## src/verilog/wbh_bus_pkg.sv

```systemverilog
package wbh_bus_pkg;

   // --------------------------------------------------------------------------
   // internal host bus, one clock, plain level strobes
   // --------------------------------------------------------------------------
   parameter int ADR_W = 32;           // byte address
   parameter int DAT_W = 32;
   parameter int SEL_W = DAT_W / 8;    // one enable per byte

   // request after the host front end
   typedef struct packed {
      logic             we;            // 1 = write
      logic [ADR_W-1:0] adr;
      logic [DAT_W-1:0] dat;           // write data
      logic [SEL_W-1:0] sel;           // byte enables
   } wbh_req_t;

   // response from a target block, ack and err are one-cycle pulses
   typedef struct packed {
      logic             ack;
      logic             err;
      logic [DAT_W-1:0] dat;           // read data, valid with ack
   } wbh_rsp_t;

endpackage

```

## src/verilog/wbh_cfg_pkg.sv

```systemverilog
package wbh_cfg_pkg;

   // --------------------------------------------------------------------------
   // local register space
   // --------------------------------------------------------------------------
   parameter int REG_SPACE_BIT = 19;   // adr[19] = 1 hits the local words
   parameter int REG_IDX_LSB   = 2;    // word index, adr[3:2]
   parameter int REG_IDX_MSB   = 3;

   // word order in the local space
   typedef enum logic [1:0] {
      glb_ctrl  = 2'd0,                // global control
      bank_sel  = 2'd1,                // upper address bank
      clk_ctrl1 = 2'd2,
      clk_ctrl2 = 2'd3
   } reg_idx_e;

   // --------------------------------------------------------------------------
   // bank select and address translation
   // --------------------------------------------------------------------------
   parameter int BANK_W = 16;
   typedef logic [BANK_W-1:0] bank_sel_t;

   // downstream adr = {bank[15:3], host adr[18:0]}
   parameter int BANK_KEEP_LSB = 3;
   parameter int LOCAL_ADR_MSB = 18;

   // global control word
   typedef struct packed {
      logic [30:0] spare;              // kept as plain storage
      logic        int_rst_en;         // drives the internal reset out
   } glb_ctrl_t;

endpackage

```

## src/verilog/wbh_req_stage.sv

```systemverilog
`timescale 1ns/10ps

module wbh_req_stage
(
   input  logic                  wbm_clk_i,
   input  logic                  wbm_rst_n,
   input  logic                  cyc_i,
   input  logic                  stb_i,
   input  wbh_bus_pkg::wbh_req_t req_i,
   input  logic                  ack_pre_i,   // merged ack/err, not yet registered
   input  logic                  ack_i,       // registered ack/err toward the host
   output wbh_bus_pkg::wbh_req_t req_o,
   output logic                  reg_req_o,
   output logic                  fwd_req_o
);

   logic                  hold;               // any ack level seen
   logic                  stb_q;              // qualified strobe, first stage
   logic                  req_q;              // internal request level
   wbh_bus_pkg::wbh_req_t fld_q;              // captured request fields

   assign hold = ack_pre_i | ack_i;

   // --------------------------------------------------------------------------
   // strobe pipe, blocked around the ack so a held stb does not reissue
   // --------------------------------------------------------------------------
   always_ff @(posedge wbm_clk_i or negedge wbm_rst_n)
   begin
      if (!wbm_rst_n)
      begin
         stb_q <= 1'b0;
         req_q <= 1'b0;
      end
      else
      begin
         stb_q <= cyc_i & stb_i & ~hold;   // cyc qualifies stb
         req_q <= stb_q & ~hold;
      end
   end

   // host holds the fields while stb is up
   always_ff @(posedge wbm_clk_i)
   begin
      if (cyc_i & stb_i)
         fld_q <= req_i;
   end

   assign req_o = fld_q;

   // local space vs downstream
   assign reg_req_o = req_q &  fld_q.adr[wbh_cfg_pkg::REG_SPACE_BIT];
   assign fwd_req_o = req_q & ~fld_q.adr[wbh_cfg_pkg::REG_SPACE_BIT];

   // request already low while the host sees the ack
   a_no_reissue: assert property (@(posedge wbm_clk_i) disable iff (!wbm_rst_n)
      ack_i |-> !req_q);

endmodule

```

## src/verilog/wbh_reg_bank.sv

```systemverilog
`timescale 1ns/10ps

module wbh_reg_bank
#(
   parameter wbh_cfg_pkg::bank_sel_t BANK_RST = 16'h1000
)
(
   input  logic                   wbm_clk_i,
   input  logic                   wbm_rst_n,
   input  wbh_bus_pkg::wbh_req_t  req_i,
   input  logic                   reg_req_i,
   output wbh_bus_pkg::wbh_rsp_t  rsp_o,
   output wbh_cfg_pkg::bank_sel_t bank_sel_o,
   output wbh_cfg_pkg::glb_ctrl_t glb_ctrl_o,
   output logic [31:0]            clk_ctrl1_o,
   output logic [31:0]            clk_ctrl2_o
);

   wbh_cfg_pkg::reg_idx_e         idx;        // word index from adr[3:2]
   logic                          acc;        // access taken this cycle
   logic                          wr_en;
   logic                          ack_q;
   logic [wbh_bus_pkg::DAT_W-1:0] rd_mux;
   logic [wbh_bus_pkg::DAT_W-1:0] rd_q;       // registered read data
   wbh_cfg_pkg::glb_ctrl_t        glb_q;
   wbh_cfg_pkg::bank_sel_t        bank_q;
   logic [31:0]                   clk1_q;
   logic [31:0]                   clk2_q;

   assign idx = wbh_cfg_pkg::reg_idx_e'(
                   req_i.adr[wbh_cfg_pkg::REG_IDX_MSB:wbh_cfg_pkg::REG_IDX_LSB]);

   assign acc   = reg_req_i & ~ack_q;        // ignore req while acking
   assign wr_en = acc & req_i.we;

   // --------------------------------------------------------------------------
   // configuration words
   // --------------------------------------------------------------------------
   always_ff @(posedge wbm_clk_i or negedge wbm_rst_n)
   begin
      if (!wbm_rst_n)
      begin
         glb_q  <= '0;
         bank_q <= BANK_RST;
         clk1_q <= '0;
         clk2_q <= '0;
      end
      else if (wr_en)
      begin
         case (idx)
            wbh_cfg_pkg::glb_ctrl  : glb_q  <= wbh_cfg_pkg::glb_ctrl_t'(req_i.dat);
            wbh_cfg_pkg::bank_sel  : bank_q <= req_i.dat[wbh_cfg_pkg::BANK_W-1:0];
            wbh_cfg_pkg::clk_ctrl1 : clk1_q <= req_i.dat;
            default                : clk2_q <= req_i.dat;
         endcase
      end
   end

   // read mux, bank select zero extended
   always_comb
   begin
      case (idx)
         wbh_cfg_pkg::glb_ctrl  : rd_mux = glb_q;
         wbh_cfg_pkg::bank_sel  :
            rd_mux = {{(wbh_bus_pkg::DAT_W-wbh_cfg_pkg::BANK_W){1'b0}}, bank_q};
         wbh_cfg_pkg::clk_ctrl1 : rd_mux = clk1_q;
         default                : rd_mux = clk2_q;
      endcase
   end

   // single-cycle ack, reads and writes alike
   always_ff @(posedge wbm_clk_i or negedge wbm_rst_n)
   begin
      if (!wbm_rst_n)
         ack_q <= 1'b0;
      else
         ack_q <= acc;
   end

   always_ff @(posedge wbm_clk_i)
   begin
      if (acc & ~req_i.we)
         rd_q <= rd_mux;                     // capture on read only
   end

   assign rsp_o.ack = ack_q;
   assign rsp_o.err = 1'b0;                  // local space never errors
   assign rsp_o.dat = rd_q;

   assign bank_sel_o  = bank_q;
   assign glb_ctrl_o  = glb_q;
   assign clk_ctrl1_o = clk1_q;
   assign clk_ctrl2_o = clk2_q;

   // one ack per request, even with req still high
   a_ack_single: assert property (@(posedge wbm_clk_i) disable iff (!wbm_rst_n)
      ack_q |-> ##2 !ack_q);

endmodule

```

## src/verilog/wbh_fwd_port.sv

```systemverilog
`timescale 1ns/10ps

module wbh_fwd_port
(
   input  logic                          wbm_clk_i,
   input  logic                          wbm_rst_n,
   input  wbh_bus_pkg::wbh_req_t         req_i,
   input  logic                          fwd_req_i,
   input  wbh_cfg_pkg::bank_sel_t        bank_sel_i,
   output logic                          wbs_cyc_o,
   output logic                          wbs_stb_o,
   output logic                          wbs_we_o,
   output logic [wbh_bus_pkg::ADR_W-1:0] wbs_adr_o,
   output logic [wbh_bus_pkg::DAT_W-1:0] wbs_dat_o,
   output logic [wbh_bus_pkg::SEL_W-1:0] wbs_sel_o,
   input  logic [wbh_bus_pkg::DAT_W-1:0] wbs_dat_i,
   input  logic                          wbs_ack_i,
   input  logic                          wbs_err_i,
   output wbh_bus_pkg::wbh_rsp_t         rsp_o
);

   logic                          cyc_q;      // downstream cycle open
   logic                          start;
   logic                          done;       // slave answered this edge
   logic                          rsp_pend;   // response going out, no restart
   logic                          ack_q;
   logic                          err_q;
   logic [wbh_bus_pkg::DAT_W-1:0] rdat_q;
   logic [wbh_bus_pkg::ADR_W-1:0] adr_x;      // bank translated address

   // {bank[15:3], adr[18:0]}
   assign adr_x = {bank_sel_i[wbh_cfg_pkg::BANK_W-1:wbh_cfg_pkg::BANK_KEEP_LSB],
                   req_i.adr[wbh_cfg_pkg::LOCAL_ADR_MSB:0]};

   assign done     = cyc_q & (wbs_ack_i | wbs_err_i);
   assign rsp_pend = ack_q | err_q;
   assign start    = fwd_req_i & ~cyc_q & ~rsp_pend;

   // --------------------------------------------------------------------------
   // cycle control and response pulse
   // --------------------------------------------------------------------------
   always_ff @(posedge wbm_clk_i or negedge wbm_rst_n)
   begin
      if (!wbm_rst_n)
      begin
         cyc_q <= 1'b0;
         ack_q <= 1'b0;
         err_q <= 1'b0;
      end
      else
      begin
         ack_q <= cyc_q & wbs_ack_i;
         err_q <= cyc_q & wbs_err_i & ~wbs_ack_i;   // ack wins if both
         if (start)
            cyc_q <= 1'b1;
         else if (done)
            cyc_q <= 1'b0;
      end
   end

   // payload, steady through wait states
   always_ff @(posedge wbm_clk_i)
   begin
      if (start)
      begin
         wbs_adr_o <= adr_x;
         wbs_we_o  <= req_i.we;
         wbs_dat_o <= req_i.dat;
         wbs_sel_o <= req_i.sel;
      end
      if (cyc_q & wbs_ack_i)
         rdat_q <= wbs_dat_i;
   end

   assign wbs_cyc_o = cyc_q;
   assign wbs_stb_o = cyc_q;                  // stb follows cyc, single beat

   assign rsp_o.ack = ack_q;
   assign rsp_o.err = err_q;
   assign rsp_o.dat = rdat_q;

   // request withdrawn before the restart block lifts
   a_no_restart: assert property (@(posedge wbm_clk_i) disable iff (!wbm_rst_n)
      rsp_pend |=> !fwd_req_i);

endmodule

```

## src/verilog/wbh_resp_merge.sv

```systemverilog
`timescale 1ns/10ps

module wbh_resp_merge
(
   input  logic                  wbm_clk_i,
   input  logic                  wbm_rst_n,
   input  wbh_bus_pkg::wbh_rsp_t reg_rsp_i,
   input  wbh_bus_pkg::wbh_rsp_t fwd_rsp_i,
   output logic                  ack_pre_o,   // any termination, combinational
   output logic                  ack_o,       // registered termination
   output logic [31:0]           wbm_dat_o,
   output logic                  wbm_ack_o,
   output logic                  wbm_err_o
);

   logic                          any_ack;
   logic                          any_err;
   logic [wbh_bus_pkg::DAT_W-1:0] dat_sel;

   assign any_ack   = reg_rsp_i.ack | fwd_rsp_i.ack;
   assign any_err   = reg_rsp_i.err | fwd_rsp_i.err;
   assign ack_pre_o = any_ack | any_err;     // err also ends the request
   assign dat_sel   = reg_rsp_i.ack ? reg_rsp_i.dat : fwd_rsp_i.dat;

   // host response, data kept between acks
   always_ff @(posedge wbm_clk_i or negedge wbm_rst_n)
   begin
      if (!wbm_rst_n)
      begin
         wbm_ack_o <= 1'b0;
         wbm_err_o <= 1'b0;
         wbm_dat_o <= '0;
      end
      else
      begin
         wbm_ack_o <= any_ack;
         wbm_err_o <= any_err & ~any_ack;
         if (any_ack)
            wbm_dat_o <= dat_sel;
      end
   end

   assign ack_o = wbm_ack_o | wbm_err_o;

   // req stage steers to one target only
   a_one_source: assert property (@(posedge wbm_clk_i) disable iff (!wbm_rst_n)
      !((reg_rsp_i.ack || reg_rsp_i.err) && (fwd_rsp_i.ack || fwd_rsp_i.err)));

endmodule

```

## src/verilog/wb_host.sv

```systemverilog
`timescale 1ns/10ps

module wb_host
#(
   parameter wbh_cfg_pkg::bank_sel_t BANK_RST = 16'h1000
)
(
   input  logic                          wbm_clk_i,
   input  logic                          wbm_rst_n,
   // ---- host side
   input  logic                          wbm_cyc_i,
   input  logic                          wbm_stb_i,
   input  logic [wbh_bus_pkg::ADR_W-1:0] wbm_adr_i,
   input  logic                          wbm_we_i,
   input  logic [wbh_bus_pkg::DAT_W-1:0] wbm_dat_i,
   input  logic [wbh_bus_pkg::SEL_W-1:0] wbm_sel_i,
   output logic [wbh_bus_pkg::DAT_W-1:0] wbm_dat_o,
   output logic                          wbm_ack_o,
   output logic                          wbm_err_o,
   // ---- downstream slave
   output logic                          wbs_cyc_o,
   output logic                          wbs_stb_o,
   output logic [wbh_bus_pkg::ADR_W-1:0] wbs_adr_o,
   output logic                          wbs_we_o,
   output logic [wbh_bus_pkg::DAT_W-1:0] wbs_dat_o,
   output logic [wbh_bus_pkg::SEL_W-1:0] wbs_sel_o,
   input  logic [wbh_bus_pkg::DAT_W-1:0] wbs_dat_i,
   input  logic                          wbs_ack_i,
   input  logic                          wbs_err_i,
   // ---- config outputs
   output logic                          wbd_int_rst_o,
   output logic [31:0]                   cfg_clk_ctrl1_o,
   output logic [31:0]                   cfg_clk_ctrl2_o
);

   wbh_bus_pkg::wbh_req_t  host_req;          // raw host fields
   wbh_bus_pkg::wbh_req_t  req;               // registered request
   logic                   reg_req;
   logic                   fwd_req;
   logic                   ack_pre;
   logic                   ack;
   wbh_bus_pkg::wbh_rsp_t  reg_rsp;
   wbh_bus_pkg::wbh_rsp_t  fwd_rsp;
   wbh_cfg_pkg::bank_sel_t cfg_bank_sel;
   wbh_cfg_pkg::glb_ctrl_t cfg_glb_ctrl;

   assign host_req.we  = wbm_we_i;
   assign host_req.adr = wbm_adr_i;
   assign host_req.dat = wbm_dat_i;
   assign host_req.sel = wbm_sel_i;

   assign wbd_int_rst_o = cfg_glb_ctrl.int_rst_en;

   // --------------------------------------------------------------------------
   // request stage, then reg bank and forward port side by side
   // --------------------------------------------------------------------------
   wbh_req_stage u_req (
      .wbm_clk_i (wbm_clk_i), .wbm_rst_n (wbm_rst_n),
      .cyc_i     (wbm_cyc_i), .stb_i     (wbm_stb_i),
      .req_i     (host_req),  .ack_pre_i (ack_pre),  .ack_i (ack),
      .req_o     (req),       .reg_req_o (reg_req),  .fwd_req_o (fwd_req));

   wbh_reg_bank #(.BANK_RST (BANK_RST)) u_regs (
      .wbm_clk_i   (wbm_clk_i),       .wbm_rst_n   (wbm_rst_n),
      .req_i       (req),             .reg_req_i   (reg_req),
      .rsp_o       (reg_rsp),         .bank_sel_o  (cfg_bank_sel),
      .glb_ctrl_o  (cfg_glb_ctrl),    .clk_ctrl1_o (cfg_clk_ctrl1_o),
      .clk_ctrl2_o (cfg_clk_ctrl2_o));

   wbh_fwd_port u_fwd (
      .wbm_clk_i (wbm_clk_i), .wbm_rst_n (wbm_rst_n),
      .req_i     (req),       .fwd_req_i (fwd_req),   .bank_sel_i (cfg_bank_sel),
      .wbs_cyc_o (wbs_cyc_o), .wbs_stb_o (wbs_stb_o), .wbs_we_o   (wbs_we_o),
      .wbs_adr_o (wbs_adr_o), .wbs_dat_o (wbs_dat_o), .wbs_sel_o  (wbs_sel_o),
      .wbs_dat_i (wbs_dat_i), .wbs_ack_i (wbs_ack_i), .wbs_err_i  (wbs_err_i),
      .rsp_o     (fwd_rsp));

   // registered response back to the host
   wbh_resp_merge u_merge (
      .wbm_clk_i (wbm_clk_i), .wbm_rst_n (wbm_rst_n),
      .reg_rsp_i (reg_rsp),   .fwd_rsp_i (fwd_rsp),
      .ack_pre_o (ack_pre),   .ack_o     (ack),
      .wbm_dat_o (wbm_dat_o), .wbm_ack_o (wbm_ack_o), .wbm_err_o (wbm_err_o));

endmodule

```

## config.mk

```make
export PLATFORM = sky130hd
export DESIGN_NAME = wb_host
export DESIGN_NICKNAME = d
export VERILOG_FILES = /design/src/verilog/wbh_bus_pkg.sv /design/src/verilog/wbh_cfg_pkg.sv /design/src/verilog/wbh_req_stage.sv /design/src/verilog/wbh_reg_bank.sv /design/src/verilog/wbh_fwd_port.sv /design/src/verilog/wbh_resp_merge.sv /design/src/verilog/wb_host.sv
export SDC_FILE = /design/constraint.sdc
export NUM_CORES = 1
export LEC_CHECK = 0
export BUFFER_PORTS_ARGS = -buffer_cell sky130_fd_sc_hd__buf_2
export CORE_MARGIN = 5
export CORE_UTILIZATION = 54
export DETAILED_ROUTE_END_ITERATION = 8
export PLACE_DENSITY = 0.81
export SLEW_MARGIN = 20
export SYNTH_ARGS = -nofsm -noshare
export SYNTH_HDL_FRONTEND = slang
export SYNTH_HIERARCHICAL = 1
export SYNTH_SLANG_ARGS = --single-unit
```

## constraint.sdc

```tcl
create_clock -name wbm_clk_i -period 6.8 [get_ports wbm_clk_i]
set_clock_uncertainty 0.1 [all_clocks]
set_input_delay 0.34 -clock wbm_clk_i [delete_from_list [all_inputs] [get_ports wbm_clk_i]]
set_output_delay 0.34 -clock wbm_clk_i [all_outputs]
set_load 0.02 [all_outputs]
```

==> results.json <==
{
  "outcome": "completed",
  "p_per_area_mw_per_mm2": 278,
  "rows": 56,
  "area_growth_pct": 27.8,
  "first_iter_violations": 466,
  "vias": 7276,
  "synth_nets": 767,
  "place_ws_ns": 3.68,
  "grt_max_degree": 78,
  "post-route-period-util_pct": 46.3,
  "crit_fanout": 21,
  "hold_violations": 0,
  "topRoutingLayerUsed": "met5",
  "timing.fmax_ghz": 0.318,
  "clockRootBuffer": "clkbuf_16",
  "gp_congestion": 0.821,
  "layout-drive-gt1-share_pct": 46.2,
  "synth_area_sq_mm": 0.0128,
  "wl_met2_mm": 15.5,
  "clk_latency_ns": 0.51,
  "die_w_um": 164,
  "viasPerCell": 5.30,
  "grt_overflow": 0,
  "htreeDepth": 2,
  "met1_length_mm": 11.9,
  "cts_buffers": 36,
  "report.final.setup_viol": 0,
  "start_kind": "flop",
  "dpl.hpwl_mm": 18.0,
  "ios": 277,
  "dp_cells": 1215,
  "min_path_type": "input pin to flop",
  "post_cts_buffers": 0,
  "avgSynthCellArea_sq_um": 19.4,
  "clk_path_buf_depth": 3,
  "finalMaxSlewViolations": 0,
  "min_period_ns": 3.15,
  "grt_pass1_vias": 7858,
  "grt_pass1_wl_mm": 45.8,
  "crit_type": "flop to flop",
  "initial_core_util_pct": 54.7,
  "wl_met3_mm": 1.73,
  "fin_ws_ns": 3.65,
  "clkTransAtPathRegs_ns": 0.06,
  "fin_cells": 1374,
  "yosysWarnings": 6,
  "cp-end-kind": "flop",
  "die_h_um": 164,
  "cp.required_ns": 7.10,
  "drtAntennaViolNets": 0,
  "io_buffers": 264,
  "syn-instance-count": 660,
  "stdcell_area_sq_mm": 0.0164,
  "die_area_sq_mm": 0.0269,
  "irDropWorstVdd_mv": 0.236,
  "drt-wirelength-per-cell_um": 21.9,
  "cp_data_arrival_time_ns": 3.44,
  "place_area_sq_mm": 0.0143,
  "wirelength_mm": 30.1,
  "maxSlewHeadroom_pct": 28.3,
  "core_sq_mm": 0.0234,
  "cts_tree": "done",
  "clock-sinks": 342,
  "dr.pass1.iters": 6,
  "cap_violations": 0,
  "antenna_found_initial": 2,
  "grt.total_usage_pct": 22.5,
  "drc": 0,
  "nets": 1133,
  "leakagePower_nw": 7.15,
  "tightest_slew_ns": 1.08,
  "rsz0062_at_grt": "false",
  "setup_tns_ns": 0
}
path summary, 6_finish.rpt:
kind | cells past startpoint | to | startpoint | slack [ns]
setup / recovery | 4 | u_regs/glb_ctrl_o[17]$_DFFE_PN0P_ | u_req/req_o[39]$_DFFE_PP_ | 3.65
hold / removal | 3 | u_fwd/wbs_cyc_o$_DFFE_PN0P_ | wbs_err_i | 0.06
min in group asynchronous | 2 | u_regs/clk_ctrl2_o[16]$_DFFE_PN0P_ | wbm_rst_n | 0.33
setup reg to reg | 4 | u_regs/glb_ctrl_o[17]$_DFFE_PN0P_ | u_req/req_o[39]$_DFFE_PP_ | 3.65
max in group asynchronous | 3 | u_regs/glb_ctrl_o[20]$_DFFE_PN0P_ | wbm_rst_n | 4.84
hold reg to reg | 0 | u_fwd/wbs_adr_o[17]$_DFFE_PP_ | u_req/req_o[53]$_DFFE_PP_ | 0.32
flip-flops by register name, indices dropped and copies added (netlist names), 32 cells and up:
register,cells
u_fwd/rdat_q,32
u_fwd/wbs_adr_o,32
u_fwd/wbs_dat_o,32
u_merge/wbm_dat_o,32
u_regs/clk_ctrl1_o,32
u_regs/clk_ctrl2_o,32
u_regs/glb_ctrl_o,32
u_regs/rd_q,32
u_req/req_o,57
repair_timing:
| action | in CTS | in global routing |
|---|---|---|
| gates resized for setup | 0 | 0 |
| endpoints found under the hold margin | 165 | 0 |
| hold buffers | 92 | 0 |
stage by stage:
step	power [mW]	hold WS, ns	util, %
floorplan	2.52	-0.0556	-
global placement	2.65	0.300	61.1
detailed placement	2.67	0.305	61.1
CTS	4.58	0.0510	70.0
global route	4.72	0.0570	70.0
finish	4.55	0.0608	70.0
layout by cell type (no fill, tap or decap), types with 3 or more instances in the layout:
| master | n |
|---|---|
| buf_2 | 263 |
| edfxtp_1 | 190 |
| dfrtp_1 | 149 |
| dlygate4sd3_1 | 92 |
| mux2_2 | 66 |
| mux2_4 | 60 |
| clkbuf_16 | 38 |
| nand2_1 | 33 |
| mux2i_1 | 32 |
| o21ai_1 | 30 |
| a22o_1 | 16 |
| mux4_2 | 16 |
| clkinv_2 | 11 |
| buf_4 | 10 |
| clkbuf_1 | 6 |
| clkbuf_8 | 5 |
| nor2_1 | 5 |
| clkinv_1 | 3 |
power by group:
part | switching, mW | leakage [nW] | internal (mW)
clock network | 0.767 | 0.582 | 1.12
logic | 0.182 | 2.78 | 0.147
registers | 0.0603 | 3.79 | 2.28
area by class of cell:
| type | count | area [sq um] |
|---|---|---|
| Multi-Input combinational cell | 280 | 2980 |
| Tap cell | 319 | 399 |
| Timing Repair Buffer | 366 | 2320 |
| Clock buffer | 49 | 1040 |
| Fill cell | 1514 | 7030 |
| Clock inverter | 17 | 114 |
| Antenna cell | 1 | 2.50 |
| Sequential cell | 342 | 9510 |
critical path, stage by stage, from the launching register on:
cell and delay (ns):
edfxtp_1 0.79, buf_4 0.42, and4bb_2 0.85, buf_4 0.47, mux2_2 0.39
routing by layer:
layer | track usage (%) | vias to the layer above
met1 | 28.6 | 3727
li1 | - | 3223
met4 | 7.01 | 2
met5 | 0 | -
met2 | 39.3 | 258
met3 | 4.62 | 66
(Power assumes the default switching activity.)
